### src/rtl/archPkg.sv
`default_nettype none

package archPkg;

  // Sixteen architectural registers, r15 is the PC
  localparam int REG_IDX_W = 4;

  // Register index as it travels down the pipe
  typedef logic [REG_IDX_W-1:0] regIdx_t;

  // Source operands checked for hazards
  // One operand unit per source
  localparam int NUM_SRC = 2;

  // Operand slot numbering inside the source arrays
  localparam int SRC_A = 0;
  localparam int SRC_B = 1;

endpackage

`default_nettype wire

### src/rtl/ctrlPkg.sv
`default_nettype none

package ctrlPkg;

  // Execute-stage operand mux select
  typedef logic [1:0] fwdSel_t;

  // Value straight from the register file
  localparam fwdSel_t FWD_NONE = 2'b00;
  // Result sitting in writeback
  localparam fwdSel_t FWD_WB   = 2'b01;
  // ALU result sitting in the memory stage
  localparam fwdSel_t FWD_MEM  = 2'b10;

  // Exception return address offset into r14
  typedef logic [1:0] pcSel_t;

  // Aborted or interrupted instruction, PC is two ahead
  localparam pcSel_t PCSEL_PLUS8 = 2'b00;
  // Undefined instruction
  localparam pcSel_t PCSEL_PLUS4 = 2'b01;
  // Data abort and SWI
  // The link write goes through the pipe one cycle late
  localparam pcSel_t PCSEL_PLUS0 = 2'b10;

  // Number of exception request lines combined in the hazard unit
  localparam int NUM_EXC = 6;

endpackage

`default_nettype wire

### src/rtl/pipeInterfaces.sv
`default_nettype none

// Destination register of each in-flight instruction
interface destBus import archPkg::*; ();

  // Execute stage slot
  regIdx_t destE;
  logic    regWriteE;
  // Load in E, result not ready before memory returns
  logic    memToRegE;

  // Memory stage slot
  regIdx_t destM;
  logic    regWriteM;

  // Writeback stage slot
  regIdx_t destW;
  logic    regWriteW;

  modport tracker (output destE, regWriteE, memToRegE, destM, regWriteM, destW, regWriteW);
  modport reader  (input  destE, regWriteE, memToRegE, destM, regWriteM, destW, regWriteW);

endinterface

// Per-stage hold and bubble controls for E, M and W
interface stageCtrl ();

  logic stallE;
  logic stallM;
  logic stallW;
  logic flushE;
  logic flushM;
  logic flushW;

  modport driver (output stallE, stallM, stallW, flushE, flushM, flushW);
  modport reader (input  stallE, stallM, stallW, flushE, flushM, flushW);

endinterface

`default_nettype wire

### src/rtl/hazardControl.sv
`default_nettype none

module hazardControl import archPkg::*, ctrlPkg::*; (
  input  logic [NUM_SRC-1:0] loadUseHit,
  input  logic               dStall,
  input  logic               iStall,
  input  logic               branchTakenE,
  input  logic               prefetchAbortE,
  input  logic               dataAbort,
  input  logic               irq,
  input  logic               fiq,
  input  logic               undefinedInstrE,
  input  logic               swiE,
  output logic               stallF,
  output logic               stallD,
  output logic               flushD,
  stageCtrl.driver           ctrl,
  output pcSel_t             pcInSelect
);

  logic               ldrStall;
  logic               memStall;
  logic               excTaken;
  logic [NUM_EXC-1:0] excReq;

  // Any operand waiting on a load in E
  assign ldrStall = |loadUseHit;

  // Cache miss on either side freezes the back end
  assign memStall = dStall | iStall;

  assign excReq   = {prefetchAbortE, dataAbort, irq, fiq, undefinedInstrE, swiE};
  assign excTaken = |excReq;

  // Front end holds for load-use and memory waits
  assign stallF = ldrStall | memStall;
  assign stallD = ldrStall | memStall;

  // Back end only holds for memory waits
  assign ctrl.stallE = memStall;
  assign ctrl.stallM = memStall;
  assign ctrl.stallW = memStall;

  // Wrong-path fetch, fetch miss or exception kills decode
  assign flushD = branchTakenE | iStall | excTaken;

  // Bubble into E for load-use, branch or exception
  // A frozen E must not lose its instruction
  assign ctrl.flushE = (ldrStall | branchTakenE | excTaken) & ~memStall;
  assign ctrl.flushM = excTaken;
  // W retires while the pipe is frozen, so it repeats as a bubble
  assign ctrl.flushW = memStall;

  // Return address offset by exception priority
  always_comb begin
    if (prefetchAbortE) begin
      pcInSelect = PCSEL_PLUS8;
    end else if (dataAbort) begin
      pcInSelect = PCSEL_PLUS0;
    end else if (irq) begin
      pcInSelect = PCSEL_PLUS8;
    end else if (fiq) begin
      pcInSelect = PCSEL_PLUS8;
    end else if (undefinedInstrE) begin
      pcInSelect = PCSEL_PLUS4;
    end else if (swiE) begin
      pcInSelect = PCSEL_PLUS0;
    end else begin
      pcInSelect = PCSEL_PLUS8;
    end
  end

endmodule

`default_nettype wire

### src/rtl/operandForward.sv
`default_nettype none

module operandForward import archPkg::*, ctrlPkg::*; (
  input  logic    clk,
  input  logic    reset,
  input  regIdx_t srcD,
  input  logic    useD,
  stageCtrl.reader ctrl,
  destBus.reader   dest,
  output fwdSel_t forwardSel,
  output logic    loadUseHit
);

  // Source register of the instruction now in E
  regIdx_t srcE;
  logic    validE;
  logic    hitM;
  logic    hitW;

  // Valid bit follows the E slot rule
  always_ff @(posedge clk) begin
    if (reset || ctrl.flushE) begin
      validE <= 1'b0;
    end else if (!ctrl.stallE) begin
      validE <= useD;
    end
  end

  always_ff @(posedge clk) begin
    if (!ctrl.stallE) begin
      srcE <= srcD;
    end
  end

  // Compare against the two older slots
  assign hitM = validE && dest.regWriteM && (dest.destM == srcE);
  assign hitW = validE && dest.regWriteW && (dest.destW == srcE);

  // Youngest producer wins
  always_comb begin
    if (hitM) begin
      forwardSel = FWD_MEM;
    end else if (hitW) begin
      forwardSel = FWD_WB;
    end else begin
      forwardSel = FWD_NONE;
    end
  end

  // Load in E feeding the instruction in decode
  // Data only exists after the memory stage, so decode has to wait a cycle
  assign loadUseHit = useD && dest.regWriteE && dest.memToRegE &&
                      (dest.destE == srcD);

  // Consumer of a load must never reach E while the load is only in M
  assert property (@(posedge clk) disable iff (reset)
    (loadUseHit && !ctrl.stallE) |=> !validE);

endmodule

`default_nettype wire

### src/rtl/pipeControl.sv
`default_nettype none

module pipeControl import archPkg::*, ctrlPkg::*; (
  input  logic    clk,
  input  logic    reset,
  input  regIdx_t srcAD,
  input  regIdx_t srcBD,
  input  logic    useAD,
  input  logic    useBD,
  input  logic    regWriteD,
  input  logic    memToRegD,
  input  regIdx_t destD,
  input  logic    dStall,
  input  logic    iStall,
  input  logic    branchTakenE,
  input  logic    prefetchAbortE,
  input  logic    dataAbort,
  input  logic    irq,
  input  logic    fiq,
  input  logic    undefinedInstrE,
  input  logic    swiE,
  output fwdSel_t forwardAE,
  output fwdSel_t forwardBE,
  output logic    stallF,
  output logic    stallD,
  output logic    stallE,
  output logic    stallM,
  output logic    stallW,
  output logic    flushD,
  output logic    flushE,
  output logic    flushM,
  output logic    flushW,
  output pcSel_t  pcInSelect
);

  destBus   destIf ();
  stageCtrl ctrlIf ();

  // Per-operand wiring for the generate loop
  regIdx_t            srcD [NUM_SRC];
  logic [NUM_SRC-1:0] useD;
  fwdSel_t            fwdSel [NUM_SRC];
  logic [NUM_SRC-1:0] loadUseHit;

  assign srcD[SRC_A] = srcAD;
  assign srcD[SRC_B] = srcBD;
  assign useD        = {useBD, useAD};

  stageTracker u_stageTracker (
    .clk       (clk),
    .reset     (reset),
    .destD     (destD),
    .regWriteD (regWriteD),
    .memToRegD (memToRegD),
    .ctrl      (ctrlIf.reader),
    .dest      (destIf.tracker)
  );

  // One forwarding and load-use unit per source operand
  for (genvar i = 0; i < NUM_SRC; i++) begin : g_operand
    operandForward u_operandForward (
      .clk        (clk),
      .reset      (reset),
      .srcD       (srcD[i]),
      .useD       (useD[i]),
      .ctrl       (ctrlIf.reader),
      .dest       (destIf.reader),
      .forwardSel (fwdSel[i]),
      .loadUseHit (loadUseHit[i])
    );
  end

  hazardControl u_hazardControl (
    .loadUseHit      (loadUseHit),
    .dStall          (dStall),
    .iStall          (iStall),
    .branchTakenE    (branchTakenE),
    .prefetchAbortE  (prefetchAbortE),
    .dataAbort       (dataAbort),
    .irq             (irq),
    .fiq             (fiq),
    .undefinedInstrE (undefinedInstrE),
    .swiE            (swiE),
    .stallF          (stallF),
    .stallD          (stallD),
    .flushD          (flushD),
    .ctrl            (ctrlIf.driver),
    .pcInSelect      (pcInSelect)
  );

  assign forwardAE = fwdSel[SRC_A];
  assign forwardBE = fwdSel[SRC_B];

  // Back-end controls leave through plain ports
  assign stallE = ctrlIf.stallE;
  assign stallM = ctrlIf.stallM;
  assign stallW = ctrlIf.stallW;
  assign flushE = ctrlIf.flushE;
  assign flushM = ctrlIf.flushM;
  assign flushW = ctrlIf.flushW;

endmodule

`default_nettype wire

### src/rtl/stageTracker.sv
`default_nettype none

module stageTracker import archPkg::*; (
  input  logic    clk,
  input  logic    reset,
  input  regIdx_t destD,
  input  logic    regWriteD,
  input  logic    memToRegD,
  stageCtrl.reader ctrl,
  destBus.tracker  dest
);

  // Slot order in the vectors below is E, M, W
  logic [2:0] stallVec;
  logic [2:0] flushVec;
  logic [2:0] regWriteIn;
  logic [2:0] regWriteQ;
  regIdx_t    destIn [3];
  regIdx_t    destQ  [3];
  // Load flag is only needed while the load sits in E
  logic       memToRegQ;

  assign stallVec = {ctrl.stallW, ctrl.stallM, ctrl.stallE};
  assign flushVec = {ctrl.flushW, ctrl.flushM, ctrl.flushE};

  // Each slot is fed by the stage in front of it
  assign regWriteIn = {regWriteQ[1], regWriteQ[0], regWriteD};
  assign destIn[0]  = destD;
  assign destIn[1]  = destQ[0];
  assign destIn[2]  = destQ[1];

  // Write enables, flush beats stall
  always_ff @(posedge clk) begin
    for (int s = 0; s < 3; s++) begin
      if (reset || flushVec[s]) begin
        regWriteQ[s] <= 1'b0;
      end else if (!stallVec[s]) begin
        regWriteQ[s] <= regWriteIn[s];
      end
    end
  end

  // Register index only matters when the write enable is set
  always_ff @(posedge clk) begin
    for (int s = 0; s < 3; s++) begin
      if (!stallVec[s]) begin
        destQ[s] <= destIn[s];
      end
    end
  end

  always_ff @(posedge clk) begin
    if (reset || ctrl.flushE) begin
      memToRegQ <= 1'b0;
    end else if (!ctrl.stallE) begin
      memToRegQ <= memToRegD;
    end
  end

  assign dest.destE     = destQ[0];
  assign dest.regWriteE = regWriteQ[0];
  assign dest.memToRegE = memToRegQ;
  assign dest.destM     = destQ[1];
  assign dest.regWriteM = regWriteQ[1];
  assign dest.destW     = destQ[2];
  assign dest.regWriteW = regWriteQ[2];

  // A load in E must also be a register writer, otherwise the load-use stall
  // would wait on a result nobody produces
  assert property (@(posedge clk) disable iff (reset)
    dest.memToRegE |-> dest.regWriteE);

endmodule

`default_nettype wire

### config.mk
export PLATFORM = sky130hd
export DESIGN_NAME = pipeControl
export DESIGN_NICKNAME = d
export VERILOG_FILES = /design/src/rtl/archPkg.sv /design/src/rtl/ctrlPkg.sv /design/src/rtl/pipeInterfaces.sv /design/src/rtl/hazardControl.sv /design/src/rtl/operandForward.sv /design/src/rtl/pipeControl.sv /design/src/rtl/stageTracker.sv
export SDC_FILE = /design/constraint.sdc
export NUM_CORES = 1
export LEC_CHECK = 0
export BUFFER_PORTS_ARGS = -buffer_cell sky130_fd_sc_hd__buf_4
export CAP_MARGIN = 20
export CORE_ASPECT_RATIO = 0.75
export CORE_MARGIN = 2
export CORE_UTILIZATION = 44
export CTS_CLUSTER_SIZE = 30
export DETAILED_ROUTE_END_ITERATION = 7
export PLACE_DENSITY = 0.77
export SYNTH_ARGS = -nofsm -noshare
export SYNTH_HDL_FRONTEND = slang
export SYNTH_SLANG_ARGS = --single-unit
### constraint.sdc
create_clock -name clk -period 1.95 [get_ports clk]
set_clock_uncertainty 0.05 [all_clocks]
set_input_delay 0.2925 -clock clk [delete_from_list [all_inputs] [get_ports clk]]
set_output_delay 0.2925 -clock clk [all_outputs]
set_load 0.01 [all_outputs]
==> out/metrics.cfg <==
[status]
status=finished, violations left
violations=negative setup slack

[hold_path]
hp-class=in2reg
hold_end=u_stageTracker.destQ[0][2]
hold_path_depth=1
min_from=destD[2]

[global_routing]
grt_usage_pct=17.71
first_global_vias=907
grt_pass1_wl_mm=4.422
grt_antenna_before_repair=0
grt-ovfl-total=0
grt_max_degree=26

[worst_setup_path]
reg2reg_to=u_stageTracker.regWriteQ[0]
rr_worst_depth=6
critical-path-slowest-cell=edfxtp_1
reg2reg_slack_ns=0.34
cp.arrival_ns=1.73
worstSetupPathType=reg2out
endpoint_kind=output pin
worstPathCellList=buf_4 -> xnor2_2 -> nand4_1 -> nor4_4 -> or3_4 -> buf_6
worstPathRequired_ns=1.61
start_kind=register
cp_max_fo=3
timing.rr.start=u_stageTracker.destQ[0][1]
critPathMaxStageDelay_ns=0.41

[detailed_routing]
drt_iter0_drc=48
vias=933
drt-total-wl_mm=2.823
drcViolationCount=0
ant_nets=0
avgViaCountPerCell=5.242
wire_per_inst_um=15.86
firstDrtPassIters=4

[power]
sequentialPowerShare_pct=57.9
power.leakage_nw=0.6366
power_frac_clock_pct=27.0
switching_share_pct=22.72
power_frac_comb_pct=15.1
powerDensity_mw_per_mm2=633.5
power.internal_uw=858.2
peakVddDrop_v=0.0005786
p_sw_uw=252.4

[yosys]
synth_xor_area_share_pct=16.44
syn_area_mm2=0.001279
synth-compound-area-share_pct=3.620
synth_nets=125
synth-simple-area-share_pct=18.98
ys_seq_area_share_pct=56.36
synth_top_family_by_area=simple AND/OR/NAND/NOR gates
avgSynthCellArea_um2=13.05
synthAdderAreaFrac_pct=0
ys_warn_count=0
ys_types=25
synthCells=98
ys_seq_elements=26
muxShareOfSynthArea_pct=0.7828

[sta]
fmax_ghz=0.4823
period_share_pct=106.3
rsz0062_at_grt=true
tightest_slew_ns=0.2977
min_period_ns=2.073
slew_violations=0
fin_ws_ns=-0.1234
hold-worst-slack_ns=0.1480
maxSlewHeadroom_pct=79.99
setup_viol=3
finalHoldViolCount=0

[floorplanning]
die_w_um=66.25
die_y_um=50.69
ios=42
start_util_pct=47.67
die_area_mm2=0.003358
rows=16
fp.coreArea_mm2=0.002683

[cells_and_area]
fin_area_mm2=0.001753
layout-drive-gt1-share_pct=42.96
final_nets=170
diodes=0
layout-area-overhead-vs-synth_pct=37.08

[place]
dp_hpwl_mm=2.162
numPortBuffers=41
place_area_mm2=0.001614
place.gp.congestion=0.7686

[cts]
numCtsBuffers=3
cts_root_buf=clkbuf_8
cts-htree-levels=1
clock_latency_ns=0.26
cts.path.max_buffers=2
cts_hold_buf=0
tritoncts=done
cts.sinks=26
path_clk_slew_ns=0.08

[run]
cap_violations=0

==> power groups by stage <==
stage                     Combinational, mW  Clock (mW)  Sequential [mW]
after global routing                  0.179       0.327            0.646
after detailed placement              0.142           0            0.657
final                                 0.167       0.300            0.643
after CTS                             0.152       0.306            0.643
after global placement                0.138           0            0.655
after floorplan                      0.0707           0            0.651
==> timing repair <==
item / CTS / global route
pin swaps: 2 / 10
buffers inserted: 2 / 1
setup endpoints to repair: 4 / 5
gates resized for setup: 5 / 8
==> registers in the layout, indices dropped and copies added, names as in the netlist <==
signal,count
u_stageTracker.destQ,12
g_operand.u_operandForward.srcE,8
g_operand.u_operandForward.validE,2
u_stageTracker.dest.memToRegE,1
u_stageTracker.regWriteQ,3
==> layout by cell type (no fill, tap or decap), types with 2 or more instances in the layout <==
master,count
nor3_2,2
edfxtp_1,20
xor2_1,12
buf_6,4
o31ai_1,4
nand3b_1,5
nor4_4,3
nand3_1,6
nor3_1,3
xnor2_2,2
buf_4,42
dfxtp_1,6
clkbuf_8,3
nand4b_1,4
xnor2_1,10
nor2_1,2
nand4_1,2
==> through the flow <==
stage | cells | utilization [%] | power [mW] | worst slack, ns | setup TNS, ns
after floorplan | 98 | - | 0.7216 | 0.05322 | 0
after global placement | 172 | 60.17 | 0.7934 | 0.2440 | 0
after detailed placement | 172 | 60.17 | 0.7986 | 0.1724 | 0
after CTS | 178 | 63.43 | 1.101 | -0.06235 | -0.1382
after global routing | 178 | 65.35 | 1.152 | -0.1929 | -0.6033
final | 178 | 65.35 | 1.111 | -0.1234 | -0.3605
==> cell families after synthesis <==
family,Yosys count
buffers and inverters,7
flip-flops,26
multiplexers,1
XOR/XNOR,24
AO/OA/AOI/OAI,6
AND/OR/NAND/NOR,34
==> metal layers <==
layer  wire length, um  up-vias  global-route usage [%]
met4                10        0                   3.741
met5                 0        -                       0
met1              1204      446                   24.75
met3               201        2                   6.054
li1                  -      450                       -
met2              1406       35                   26.67
==> worst max path at each step <==
stage | from | to | cells past startpoint | slack (ns)
after floorplan | dStall | stallF | 4 | 0.05
after global placement | irq | flushE | 5 | 0.24
after detailed placement | irq | flushE | 5 | 0.17
after global routing | u_stageTracker.destQ[0][1] | stallD | 6 | -0.19
after CTS | u_stageTracker.destQ[0][1] | flushE | 6 | -0.06
final | u_stageTracker.destQ[0][1] | stallD | 6 | -0.12
==> final cells by class <==
cell class	instances	area [um2]
clock buffers	4	45.04
fillers	204	929.6
inverters	1	8.758
multi-input cells	65	573.1
flip-flops and latches	26	720.7
well taps	36	45.04
repair buffers	46	360.3
==> worst max-delay path, delay by kind of cell, from the launching register on <==
kind | cells | cell delay (ns)
AND/OR/NAND/NOR | 3 | 0.64
flip-flops | 1 | 0.41
buffers and inverters | 2 | 0.27
XOR/XNOR | 1 | 0.15
==> cell usage after synthesis <==
master | count | area [um2]
edfxtp_1 | 20 | 600.6
xnor2_1 | 12 | 105.1
xor2_1 | 12 | 105.1
buf_4 | 6 | 45.04
dfxtp_1 | 6 | 120.1
nand3_1 | 6 | 30.03
nand3b_1 | 5 | 37.54
nand4b_1 | 4 | 35.03
nor3_1 | 4 | 20.02
o31ai_1 | 4 | 30.03
nand4_1 | 2 | 12.51
nor2_1 | 2 | 7.510
nor4_1 | 2 | 12.51
nor4_2 | 2 | 25.02
a21oi_1 | 1 | 5.000
and4bb_4 | 1 | 16.27
clkinv_1 | 1 | 3.750
mux2i_1 | 1 | 10.01
nand2_1 | 1 | 3.750
nor2_4 | 1 | 11.26
nor3_2 | 1 | 10.01
nor3b_1 | 1 | 7.510
o41a_1 | 1 | 11.26
or2b_1 | 1 | 7.510
or3_1 | 1 | 6.260
No activity file was read; power rests on OpenSTA's default activity.
